**config.mk**
```make
export PLATFORM = sky130hd
export DESIGN_NAME = calc_top
export DESIGN_NICKNAME = d
export VERILOG_FILES = /design/src/source/calc_pkg.sv /design/src/source/calc_job_if.sv /design/src/source/add_sub_unit.sv /design/src/source/shift_add_multiplier.sv /design/src/source/digit_entry.sv /design/src/source/calc_sequencer.sv /design/src/source/calc_top.sv
export SDC_FILE = /design/constraint.sdc
export NUM_CORES = 1
export LEC_CHECK = 0
export ABC_AREA = 1
export BUFFER_PORTS_ARGS = -buffer_cell sky130_fd_sc_hd__buf_4
export CAP_MARGIN = 0
export CORE_ASPECT_RATIO = 1.75
export CORE_UTILIZATION = 35
export DETAILED_ROUTE_END_ITERATION = 6
export GPL_ROUTABILITY_DRIVEN = 0
export GPL_TIMING_DRIVEN = 0
export REMOVE_ABC_BUFFERS = 1
export SLEW_MARGIN = 20
export SYNTH_ARGS = -nofsm -noshare
export SYNTH_HDL_FRONTEND = slang
export SYNTH_SLANG_ARGS = --single-unit
```
**constraint.sdc**
```tcl
create_clock -name clk -period 3.6 [get_ports clk]
set_clock_uncertainty 0.1 [all_clocks]
set_input_delay 0.18 -clock clk [delete_from_list [all_inputs] [get_ports clk]]
set_output_delay 0.18 -clock clk [all_outputs]
set_load 0.01 [all_outputs]
```
**src/source/calc_pkg.sv**
```systemverilog
package calc_pkg;

    // Datapath widths
    localparam int data_w  = 16;                // Operand and result width
    localparam int digit_w = 4;                 // Keypad code width
    localparam int op_w    = 3;                 // One-hot operator width

    // Largest keypad code that is a decimal digit
    localparam logic [digit_w-1:0] digit_max = 4'd9;

    // One-hot operator codes as keyed
    localparam logic [op_w-1:0] op_add = 3'b001;  // Addition
    localparam logic [op_w-1:0] op_sub = 3'b010;  // Subtraction
    localparam logic [op_w-1:0] op_mul = 3'b100;  // Multiplication

    // Unit latencies
    localparam int add_cycles = 1;              // Start to finish of add/sub
    localparam int mul_cycles = 16;             // Multiplier iterations
    localparam int cnt_w      = $clog2(mul_cycles); // Iteration counter width

    // Last value of the iteration counter
    localparam logic [cnt_w-1:0] mul_last = cnt_w'(mul_cycles - 1);

endpackage

```
**src/source/calc_job_if.sv**
```systemverilog
interface calc_job_if;

    logic                        valid;  // One-cycle job strobe
    logic [calc_pkg::data_w-1:0] opa;    // First operand
    logic [calc_pkg::data_w-1:0] opb;    // Second operand
    logic [calc_pkg::op_w-1:0]   op;     // One-hot operator
    logic                        busy;   // Sequencer has a job in flight

    // Digit entry side
    modport producer (
        output valid,
        output opa,
        output opb,
        output op,
        input  busy
    );

    // Sequencer side
    modport consumer (
        input  valid,
        input  opa,
        input  opb,
        input  op,
        output busy
    );

endinterface

```
**src/source/add_sub_unit.sv**
```systemverilog
module add_sub_unit (
    input  logic                        clk,
    input  logic                        nRST,
    input  logic                        start,   // One-cycle request
    input  logic [calc_pkg::data_w-1:0] a,
    input  logic [calc_pkg::data_w-1:0] b,
    input  logic                        sub,     // High selects a minus b
    output logic [calc_pkg::data_w-1:0] result,  // Wraps modulo 2^16
    output logic                        finish   // Valid with result
);

    logic [calc_pkg::add_cycles-1:0] done_pipe;  // Start delayed by unit latency

    assign finish = done_pipe[calc_pkg::add_cycles-1];

    always_ff @(posedge clk or negedge nRST) begin
        if (!nRST)
            done_pipe <= '0;
        else
            done_pipe <= calc_pkg::add_cycles'({done_pipe, start}); // Shift toward finish
    end

    // Two's complement subtract wraps the same way as add
    always_ff @(posedge clk) begin
        if (start) begin
            if (sub)
                result <= a - b;
            else
                result <= a + b;
        end
    end

endmodule

```
**src/source/shift_add_multiplier.sv**
```systemverilog
module shift_add_multiplier (
    input  logic                        clk,
    input  logic                        nRST,
    input  logic                        start,    // Loads operands
    input  logic [calc_pkg::data_w-1:0] a,
    input  logic [calc_pkg::data_w-1:0] b,
    output logic [calc_pkg::data_w-1:0] product,  // Low 16 bits of a*b
    output logic                        finish    // Last iteration cycle
);

    logic                        running;
    logic [calc_pkg::cnt_w-1:0]  count;           // Iteration index
    logic [calc_pkg::data_w-1:0] mcand;           // Multiplicand shifts left
    logic [calc_pkg::data_w-1:0] mplier;          // Multiplier shifts right
    logic [calc_pkg::data_w-1:0] acc;
    logic [calc_pkg::data_w-1:0] partial;
    logic [calc_pkg::data_w-1:0] acc_next;

    assign partial  = mplier[0] ? mcand : '0;     // Conditional add term
    assign acc_next = acc + partial;
    assign product  = acc_next;                   // Includes the final add
    assign finish   = running && (count == calc_pkg::mul_last);

    always_ff @(posedge clk or negedge nRST) begin
        if (!nRST) begin
            running <= 1'b0;
            count   <= '0;
        end else if (start) begin
            running <= 1'b1;
            count   <= '0;
        end else if (running) begin
            if (count == calc_pkg::mul_last)
                running <= 1'b0;                  // Done after this cycle
            count <= count + 1'b1;
        end
    end

    always_ff @(posedge clk) begin
        if (start) begin
            mcand  <= a;
            mplier <= b;
            acc    <= '0;
        end else if (running) begin
            acc    <= acc_next;
            mcand  <= mcand << 1;                 // Upper bits drop off
            mplier <= mplier >> 1;
        end
    end

    // Sequencer holds off new work until finish
    a_no_start_running: assert property (@(posedge clk) disable iff (!nRST)
        start |-> !running);

endmodule

```
**src/source/digit_entry.sv**
```systemverilog
module digit_entry (
    input  logic                         clk,
    input  logic                         nRST,
    input  logic                         key_strobe,      // One pulse per key
    input  logic [calc_pkg::digit_w-1:0] keypad_input,    // Keypad code
    input  logic [calc_pkg::op_w-1:0]    operator_input,  // Sampled every cycle
    input  logic                         equal_input,     // Equal pulse
    calc_job_if.producer                 job
);

    typedef enum logic {
        ph_first,                                // Building first operand
        ph_second                                // Building second operand
    } phase_t;

    phase_t                      phase;
    logic [calc_pkg::data_w-1:0] opa;            // Operand under entry
    logic [calc_pkg::data_w-1:0] opb;
    logic [calc_pkg::op_w-1:0]   op_q;           // Operator latched at phase change
    logic [calc_pkg::data_w-1:0] digit_ext;
    logic                        digit_ok;
    logic                        op_ok;
    logic                        equal_ok;

    assign digit_ext = calc_pkg::data_w'(keypad_input);
    assign digit_ok  = key_strobe && (keypad_input <= calc_pkg::digit_max); // Codes 10..15 dropped

    // Only an exact operator code counts and only in the first phase
    assign op_ok = (phase == ph_first) &&
                   ((operator_input == calc_pkg::op_add) ||
                    (operator_input == calc_pkg::op_sub) ||
                    (operator_input == calc_pkg::op_mul));

    assign equal_ok = (phase == ph_second) && equal_input && !job.busy; // Held off while busy

    always_ff @(posedge clk or negedge nRST) begin
        if (!nRST) begin
            phase     <= ph_first;
            opa       <= '0;
            opb       <= '0;
            job.valid <= 1'b0;
        end else begin
            job.valid <= equal_ok;               // Strobe the cycle after equal
            if (equal_ok) begin
                phase <= ph_first;               // Ready for the next job
                opa   <= '0;
                opb   <= '0;
            end else if (phase == ph_first) begin
                if (op_ok)
                    phase <= ph_second;
                if (digit_ok)
                    opa <= (opa << 3) + (opa << 1) + digit_ext; // Times ten plus digit
            end else begin
                if (digit_ok)
                    opb <= (opb << 3) + (opb << 1) + digit_ext;
            end
        end
    end

    // Job payload held until the next equal
    always_ff @(posedge clk) begin
        if (op_ok)
            op_q <= operator_input;
        if (equal_ok) begin
            job.opa <= opa;
            job.opb <= opb;
            job.op  <= op_q;
        end
    end

    // Sequencer must be free whenever a job is issued
    a_valid_not_busy: assert property (@(posedge clk) disable iff (!nRST)
        job.valid |-> !job.busy);

endmodule

```
**src/source/calc_sequencer.sv**
```systemverilog
module calc_sequencer (
    input  logic                        clk,
    input  logic                        nRST,
    calc_job_if.consumer                job,
    output logic                        complete,        // One pulse per result
    output logic [calc_pkg::data_w-1:0] display_output   // Last result shown
);

    typedef enum logic [1:0] {
        st_idle,                                 // Waiting for a job
        st_running,                              // One unit is computing
        st_show                                  // Result just loaded
    } state_t;

    state_t                      state;
    logic [calc_pkg::data_w-1:0] opa_q;          // Copied job operands
    logic [calc_pkg::data_w-1:0] opb_q;
    logic [calc_pkg::op_w-1:0]   op_q;
    logic                        accept;
    logic                        sub;
    logic                        add_start;
    logic                        mul_start;
    logic [calc_pkg::data_w-1:0] add_result;
    logic [calc_pkg::data_w-1:0] mul_product;
    logic                        add_finish;
    logic                        mul_finish;
    logic                        unit_finish;
    logic [calc_pkg::data_w-1:0] result_sel;

    assign accept      = job.valid && (state != st_running);
    assign sub         = (op_q == calc_pkg::op_sub);
    assign unit_finish = add_finish || mul_finish;
    assign result_sel  = (op_q == calc_pkg::op_mul) ? mul_product : add_result;
    assign job.busy    = (state == st_running);
    assign complete    = (state == st_show);  // Show lasts exactly one cycle

    add_sub_unit u_add_sub (
        .clk    (clk),
        .nRST   (nRST),
        .start  (add_start),
        .a      (opa_q),
        .b      (opb_q),
        .sub    (sub),
        .result (add_result),
        .finish (add_finish)
    );

    shift_add_multiplier u_mul (
        .clk     (clk),
        .nRST    (nRST),
        .start   (mul_start),
        .a       (opa_q),
        .b       (opb_q),
        .product (mul_product),
        .finish  (mul_finish)
    );

    always_ff @(posedge clk or negedge nRST) begin
        if (!nRST) begin
            state          <= st_idle;
            add_start      <= 1'b0;
            mul_start      <= 1'b0;
            display_output <= '0;
        end else begin
            // Start goes to exactly one unit
            add_start <= accept && ((job.op == calc_pkg::op_add) ||
                                    (job.op == calc_pkg::op_sub));
            mul_start <= accept && (job.op == calc_pkg::op_mul);
            case (state)
                st_running: begin
                    if (unit_finish) begin
                        state          <= st_show;
                        display_output <= result_sel;  // Held until next result
                    end
                end
                default: state <= accept ? st_running : st_idle;
            endcase
        end
    end

    always_ff @(posedge clk) begin
        if (accept) begin
            opa_q <= job.opa;
            opb_q <= job.opb;
            op_q  <= job.op;
        end
    end

    a_op_onehot: assert property (@(posedge clk) disable iff (!nRST)
        job.valid |-> $onehot(job.op));

    // Units only finish jobs this sequencer started
    a_finish_running: assert property (@(posedge clk) disable iff (!nRST)
        unit_finish |-> (state == st_running));

endmodule

```
**src/source/calc_top.sv**
```systemverilog
module calc_top (
    input  logic                         clk,
    input  logic                         nRST,
    input  logic                         key_strobe,      // Marks a keyed digit
    input  logic [calc_pkg::digit_w-1:0] keypad_input,
    input  logic [calc_pkg::op_w-1:0]    operator_input,  // One-hot operator
    input  logic                         equal_input,
    output logic                         complete,
    output logic [calc_pkg::data_w-1:0]  display_output
);

    calc_job_if job_if ();                       // Entry to sequencer link

    // Operand entry stage
    digit_entry u_digit_entry (
        .clk            (clk),
        .nRST           (nRST),
        .key_strobe     (key_strobe),
        .keypad_input   (keypad_input),
        .operator_input (operator_input),
        .equal_input    (equal_input),
        .job            (job_if.producer)
    );

    // Sequencing and arithmetic stage
    calc_sequencer u_calc_sequencer (
        .clk            (clk),
        .nRST           (nRST),
        .job            (job_if.consumer),
        .complete       (complete),
        .display_output (display_output)
    );

endmodule

```
==> results of run 1 <==
-- stage by stage --
step / total power, uW / instances
global placement: 7640 / 1623
global route: 10400 / 1661
detailed placement: 7770 / 1624
CTS: 9660 / 1661
finish: 9560 / 1662
floorplan: 6640 / 1205
-- state kept, by name (all words and copies together) (netlist names), 4 cells and up --
register / count
u_calc_sequencer.display_output: 16
u_calc_sequencer.opa_q: 16
u_calc_sequencer.opb_q: 16
u_calc_sequencer.u_add_sub.result: 16
u_calc_sequencer.u_mul.acc: 16
u_calc_sequencer.u_mul.mcand: 16
u_calc_sequencer.u_mul.mplier: 16
u_digit_entry.job.opa: 16
u_digit_entry.job.opb: 16
u_digit_entry.opa: 16
u_digit_entry.opb: 16
u_calc_sequencer.u_mul.count: 4
-- report_power, final --
| part | switching (uW) | total, uW | internal (uW) | leakage, uW |
|---|---|---|---|---|
| Clock | 841 | 1860 | 1020 | 0.000283 |
| Combinational | 2510 | 4020 | 1510 | 0.00356 |
| Sequential | 447 | 3670 | 3230 | 0.00202 |
-- layout by cell type, fill, tap and decap left out, types with 4 or more instances in the layout --
master | Yosys | layout
nand2_1 | 398 | 398
inv_1 | 141 | 138
edfxtp_1 | 121 | 121
nor2_1 | 88 | 85
ha_1 | 84 | 84
nand3_1 | 66 | 66
dfrtp_1 | 60 | 60
a21oi_1 | 59 | 59
o21ai_0 | 51 | 51
xor2_1 | 28 | 28
buf_4 | 4 | 27
clkbuf_16 | 0 | 17
dfxtp_1 | 16 | 16
xnor2_1 | 11 | 11
a31oi_1 | 9 | 9
nor3_1 | 8 | 8
nand3b_1 | 6 | 6
o21bai_1 | 6 | 6
o21ai_2 | 6 | 6
fa_1 | 6 | 6
nand4_1 | 5 | 5
a21o_1 | 5 | 5
inv_2 | 2 | 5
dlygate4sd3_1 | 0 | 5
a22o_1 | 4 | 4
or2_1 | 4 | 4
-- path summary, 6_finish.rpt --
path	from	end
setup reg to reg	u_calc_sequencer.opb_q[4]	u_calc_sequencer.u_add_sub.result[15]
hold reg to reg	u_digit_entry.job.opa[14]	u_calc_sequencer.opa_q[14]
setup / recovery	u_calc_sequencer.opb_q[4]	u_calc_sequencer.u_add_sub.result[15]
max in group asynchronous	nRST	u_digit_entry.opa[13]
hold / removal	keypad_input[1]	u_digit_entry.opa[1]
min in group asynchronous	nRST	u_calc_sequencer.display_output[12]
-- synth_stat cells, types with 9 or more instances --
master	number	area, sq um
a21oi_1	59	295
a31oi_1	9	56.3
dfrtp_1	60	1500
dfxtp_1	16	320
edfxtp_1	121	3630
ha_1	84	1050
inv_1	141	529
nand2_1	398	1490
nand3_1	66	330
nor2_1	88	330
o21ai_0	51	255
xnor2_1	11	96.3
xor2_1	28	245
-- per-layer routing --
| metal | global-route usage | vias up | wire length [um] | share of wire |
|---|---|---|---|---|
| met3 | 0.0250 | 58 | 508 | 0.022 |
| met4 | 0.112 | 0 | 1340 | 0.058 |
| met5 | 0 | - | 0 | 0 |
| met2 | 0.302 | 115 | 12900 | 0.55 |
| met1 | 0.150 | 3609 | 8550 | 0.37 |
| li1 | - | 4088 | - | - |
-- area by class of cell --
cell class | instances | share of cell area
well taps | 391 | 0.0404
clock buffers | 20 | 0.0386
inverters | 143 | 0.0443
repair buffers | 33 | 0.0225
multi-input cells | 865 | 0.394
clock inverters | 12 | 0.00972
diodes | 1 | 0.000207
flip-flops and latches | 197 | 0.451
-- cell families after synthesis --
kind of cell,count (synthesis),synth area share
and+or+nand+nor,585,0.219
DFF,197,0.502
buffers and inverters,165,0.0609
AOI/OAI and AO/OA,150,0.0783
adders and majority gates,90,0.108
xor gates and xnor gates,39,0.0314
muxes,1,0.000921
-- worst max-delay path: cells and delay by family (launching register included) --
kind                       cells  cell delay [ns]
AOI/OAI and AO/OA              1             0.27
adders and majority gates      1             0.36
xor gates and xnor gates       1             0.15
DFF                            1             0.39
buffers and inverters          2             0.18
and+or+nand+nor               12             1.27
==> results, run 1 <==
- From synthesis to final layout, the design area changed by 11.4%.
- The number of top-level pins is 28.
- In the global route stage, overall resource usage came out at 0.159.
- The initial antenna violation count is 0.
- After detailed routing, the average wire length per cell comes to 14.0 um.
- The placement row count is 85.
- STA classifies the critical path startpoint as a flop.
- Buffers added to address setup during post-CTS repair amount to 0.
- By instance count, the cell type seen most on the critical path is nand2_1.
- The remaining global-route overflow is 0.
- The worst hold path belongs to the class in2reg.
- The total vias in the final route is 7870.
- The root buffer cell is clkbuf_16.
- The maximum resistive drop on vdd is 0.335 mV.
- The first TritonRoute pass finished after 7 iterations.
- The vertical die dimension is 235 um.
- The arrival time reported for the critical path endpoint is 3.05 ns.
- The worst setup path is captured at a flop.
- The die covers 31800 sq um.
- The Yosys step of the flow raised 0 warnings.
- Summing all placed instances gives a cell area of 11500 sq um.
- The share of the Yosys chip area taken by registers is 0.502.
- The layout has 3081 filler cells.
- The critical path start-end classification is reg2reg.
- The area of combinational cells with multiple inputs is 4760 sq um.
- The number of hold-repair buffers added at the cts stage is 5.
- Counting flops with a built-in enable in the synthesized netlist gives 121.
- The number of cells on the worst hold path is 3.
- The count of final setup violators is 0.
- The maximum single-stage delay on the critical path is 0.39 ns.
- The count of input and output buffers is 27.
- The number of global-route vias before repair is 8172.
- The pre-CTS setup slack is 0.637 ns.
- The first global-routing pass estimated 39200 um of wire.
- The CTS clock-pin slew for the worst setup and hold paths is 0.07 ns.
- The wire-length estimate of the detail-placed layout is 18200 um.
- The number of buffers created by CTS is 17.
- The post-synthesis sequential element count is 197.
- The fmax is 0.339 GHz.
- Setup total negative slack on the finished layout was measured at 0 ns.
- Counting cells, the worst reg-to-reg path comes to 17.
- Entering global routing, the biggest net connects 61 pins.
- CTS built an H-tree with a depth of 4.
- The detailed-route wire length is 23300 um.
- The worst path required time is 3.70 ns.
- Counting along the longest clock path gives a buffer depth of 2.
- Each instance of the synthesized netlist takes up on average 8.86 sq um.
- For this configuration, the core starts out at a cell density of 0.355.
- The worst hold margin is 0.0382 ns.
- The clock tree from TritonCTS is built.
- The die is 135 um wide.
- At the end of the flow the core is filled with cells to 0.395.
- The mapped cell area is 10900 sq um.
- The cell count after synthesis is 1227.
- The sink count of the clock tree is 197.
- The clock reaches the later pin of the worst-skew pair after 0.44 ns.
- The final worst setup slack is 0.652 ns.
- Along the worst path, the maximum fanout reaches 5.
- The area of all placed cells without fillers is 12100 sq um.
- For flop-to-flop paths, the worst setup slack is 0.65 ns.
- The DRC violations left is 2.
- The cell with the largest stage delay on the worst path is edfxtp_1.
- The number of library cell types mapped by synthesis is 41.
- The final count of hold timing violations is 0.
- The tool flagged a number of max-cap violations equal to 0.
- The leakage component of the power is 0.00585 uW.
- Measured against its own limit, the worst slew margin works out to 0.389.
- The final max-slew violation count is 0.
- The most common flop cell mapped by yosys is edfxtp_1.
- The run finished, with violations left.
- The area of the core region is 30600 sq um.
- The final net count is 1358.
- The final clock period utilization by the worst path is 0.819.
- The detailed router finished its first iteration with 309 violations.
- The number of gates resized after cts is 0.
- Setup repair after global routing left no endpoint under its margin.
- For the pin with the worst max-slew slack, the measured transition is 0.917 ns.
- Across the whole layout, storage elements account for 5460 sq um.
- The worst path needs 2.95 ns of the cycle, external delays included.
- Dividing the detail-routed via count by the number of cells gives 4.74.
- Traced cell by cell, the critical path runs through inv_1 > nand2_1 > nor2_1 > nand3_1 > nor2_1 > nand3_1 > nand2_1 > xor2_1 > inv_1 > ha_1 > nand2_1 > o21ai_0 > nand2_1 > nand3_1 > nor2_1 > nand3_1 > nand2_1.
- In the final layout, the share of cells above drive strength 1 is 0.0646.
- In the synthesized netlist the async set-or-reset flop fraction comes to 0.305.
- The detail route stage leaves a number of antenna-violating nets equal to 0.
- The checks that failed: DRC.
- The power density of the placed cells is 789 nW/um^2.
(Power assumes the default switching activity.)
==> run 2, diff against run 1 <==
clock period = 2.88 ns   (was 3.6 ns; I/O delays follow)
==> results, run 2 (synthesis results as in run 1) <==
- The flow ran to the end, but the final reports show violations.
- The final reports fail on DRC.
- The initial antenna violation count is 0 (unchanged).
- The antenna violation net count after detailed routing is 0 (unchanged).
- The sequential share of power is 0.382 (-0.002).
- The core utilization of the finished layout is 0.400 (+0.00502).
- The leakage component of the power was 0.00588 uW (+0.36%).
- The switching power came to 4790 uW (+26%).
- The die span in x is 135 um (unchanged).
- The relative slew slack is 0.390 (+0.000891).
- The vertical die dimension was 235 um (unchanged).
- The area of all placed cells without fillers is 12300 sq um (+1.3%).
- The fmax came to 0.369 GHz (+8.8%).
- The number of H-tree branching levels came to 4 (unchanged).
- The number of buffers created by CTS is 17 (unchanged).
- The detailed-route wire length was 23500 um (+0.63%).
- The area of the core region is 30600 sq um (unchanged).
- The final count of hold timing violations is 0 (unchanged).
- The maximum resistive drop on vdd is 0.427 mV (+28%).
- The final max-slew violation count is 0 (unchanged).
- STA classifies the critical path startpoint as a flop.
- The global-route wire length before repair was 39100 um (about the same).
- The worst path required time is 2.98 ns (-0.72 ns).
- The internal power contribution is 7220 uW (+26%).
- The final net count is 1362 (+0.29%).
- The total vias in the final route is 7962 (+1.2%).
- The later-pin clock latency in the skew report came to 0.45 ns (about the same).
- The final total power is 12000 uW (+26%).
- The starting density of the core is 0.355 (unchanged).
- The top cell types in the final layout, fill and taps aside, are nand2_1 (395), inv_1 (132), edfxtp_1 (121), nor2_1 (82), ha_1 (80).
- The placed wire-length estimate is 18200 um (unchanged).
- The count of input and output buffers is 27 (unchanged).
- The routed length per instance was 14.1 um (+0.39%).
- The aggregate global-route resource usage came to 0.159 (about the same).
- The kind of capture point of the worst setup path is a flop.
- The DRC violations left came to 2 (unchanged).
- The fraction of final layout cells with drive strength greater than 1 is 0.0887 (+0.0241).
- The number of violations reported at the end of detailed-routing iteration 0 came to 308 (-0.32%).
- The number of optimization iterations in the first detailed-route pass is 7 (unchanged).
- TritonCTS built the clock tree.
- The final clock period utilization by the worst path is 0.941 (+0.122).
- The CTS clock-pin slew for the worst setup and hold paths is 0.07 ns (about the same).
- The type of the most critical hold path is in2reg.
- The arrival time reported for the critical path endpoint was 2.81 ns (-0.24 ns).
- The count of final setup violators is 0 (unchanged).
- The remaining global-route overflow is 0 (unchanged).
- The library cell used most frequently in the layout, excluding fill and tap cells, is nand2_1.
- The actual slew at the worst max-slew pin is 0.915 ns (-0.00134 ns).
- The root buffer cell is clkbuf_16.
- The placement row count is 85 (unchanged).
- The fraction of power spent switching nets is 0.399 (+0.00107).
- The number of top-level pins is 28 (unchanged).
- The number of global-route vias before repair is 8175 (+0.037%).
- The sink count of the clock tree is 197 (unchanged).
- The part of the power in the clock network is 0.194 (about the same).
- The worst hold margin came to 0.0392 ns (+0.000914 ns).
- The floorplan die area came to 31800 sq um (unchanged).
- The largest fanout on the critical path came to 4 (-1).
- The combinational group share of total power is 0.423 (+0.002).
- The ratio of routed vias to standard cells is 4.78 (+0.93%).
- The critical path in this run is classified as reg2reg.
- The placed instance area came to 11500 sq um (unchanged).
- The number of max-cap violations is 0 (unchanged).
- The worst-case clock buffer depth was 2 (unchanged).
- The power density of the placed cells came to 980 nW/um^2 (+24%).
- The minimum clock period came to 2.71 ns (-0.237 ns).
- From synthesis to final layout, the design area changed by 12.8%.
- The largest net degree at the start of global routing came to 61 (unchanged).
run 2: cell types whose count changed in the layout (fill, tap and decap cells not counted), moves of 4 or more:
cell,previous run,this run
ha_4,0,4
ha_1,84,80
inv_1,138,132
inv_2,5,11
run 2: cell type report:
| type | count | area (sq um) |
|---|---|---|
| inverters | 143 | 537 |
| flip-flops and latches | 197 | 5460 |
| clock buffers | 20 | 467 |
| clock inverters | 12 | 118 |
| well taps | 391 | 489 |
| diodes | 1 | 2.50 |
| multi-input cells | 865 | 4880 |
| fillers | 3066 | 18400 |
| repair buffers | 37 | 305 |
run 2: final timing paths:
check,from,depth (start not counted),end,slack (ns)
setup / recovery,u_calc_sequencer.opb_q[0],14,u_calc_sequencer.u_add_sub.result[13],0.17
hold / removal,equal_input,4,u_digit_entry.opb[4],0.04
setup reg to reg,u_calc_sequencer.opb_q[0],14,u_calc_sequencer.u_add_sub.result[13],0.17
hold reg to reg,u_digit_entry.job.opa[14],0,u_calc_sequencer.opa_q[14],0.32
max in group asynchronous,nRST,2,u_calc_sequencer.mul_start,1.86
min in group asynchronous,nRST,2,u_calc_sequencer.display_output[12],0.23
run 2: what timing repair did:
action	4_1_cts	5_1_grt
hold buffers	6	0
setup buffers	0	3
pin swaps	1	5
endpoints found under the hold margin	68	0
setup endpoints to repair	3	7
resized for setup	5	30
run 2: critical path, stage by stage (launching register included):
cell and delay, ns:
edfxtp_1 0.40, inv_2 0.12, ha_4 0.16, nand3_2 0.11, nor3_2 0.24, xor2_1 0.16
nand2_1 0.06, o21ai_0 0.09, ha_1 0.30, inv_1 0.10, o21bai_1 0.10, o21bai_1 0.17
a21oi_1 0.11, nand2_1 0.10, xor2_1 0.15
run 2: per-stage QoR:
step | setup TNS [ns] | worst slack (ns) | instances
4_1_cts | 0 | 0.0252 | 1662
5_1_grt | -0.0279 | -0.0249 | 1665
6_report | 0 | 0.170 | 1666
2_1_floorplan | 0 | 0.227 | 1205
3_3_place_gp | -45.14 | -1.11 | 1623
3_5_place_dp | -0.203 | -0.0831 | 1624
run 2: metal layers:
layer / up-vias / share of wire / global-route usage
met5: - / 0 / 0
met4: 0 / 0.060 / 0.112
met3: 72 / 0.025 / 0.0250
met2: 134 / 0.55 / 0.303
met1: 3659 / 0.37 / 0.150
li1: 4097 / - / -
run 2: power groups by stage:
stage / Combinational [uW] / Sequential, uW / Clock [uW]
2_1_floorplan: 3800 / 4500 / 0
3_3_place_gp: 4910 / 4640 / 0
3_5_place_dp: 5060 / 4650 / 0
4_1_cts: 5080 / 4600 / 2390
5_1_grt: 5880 / 4690 / 2480
6_report: 5090 / 4590 / 2340
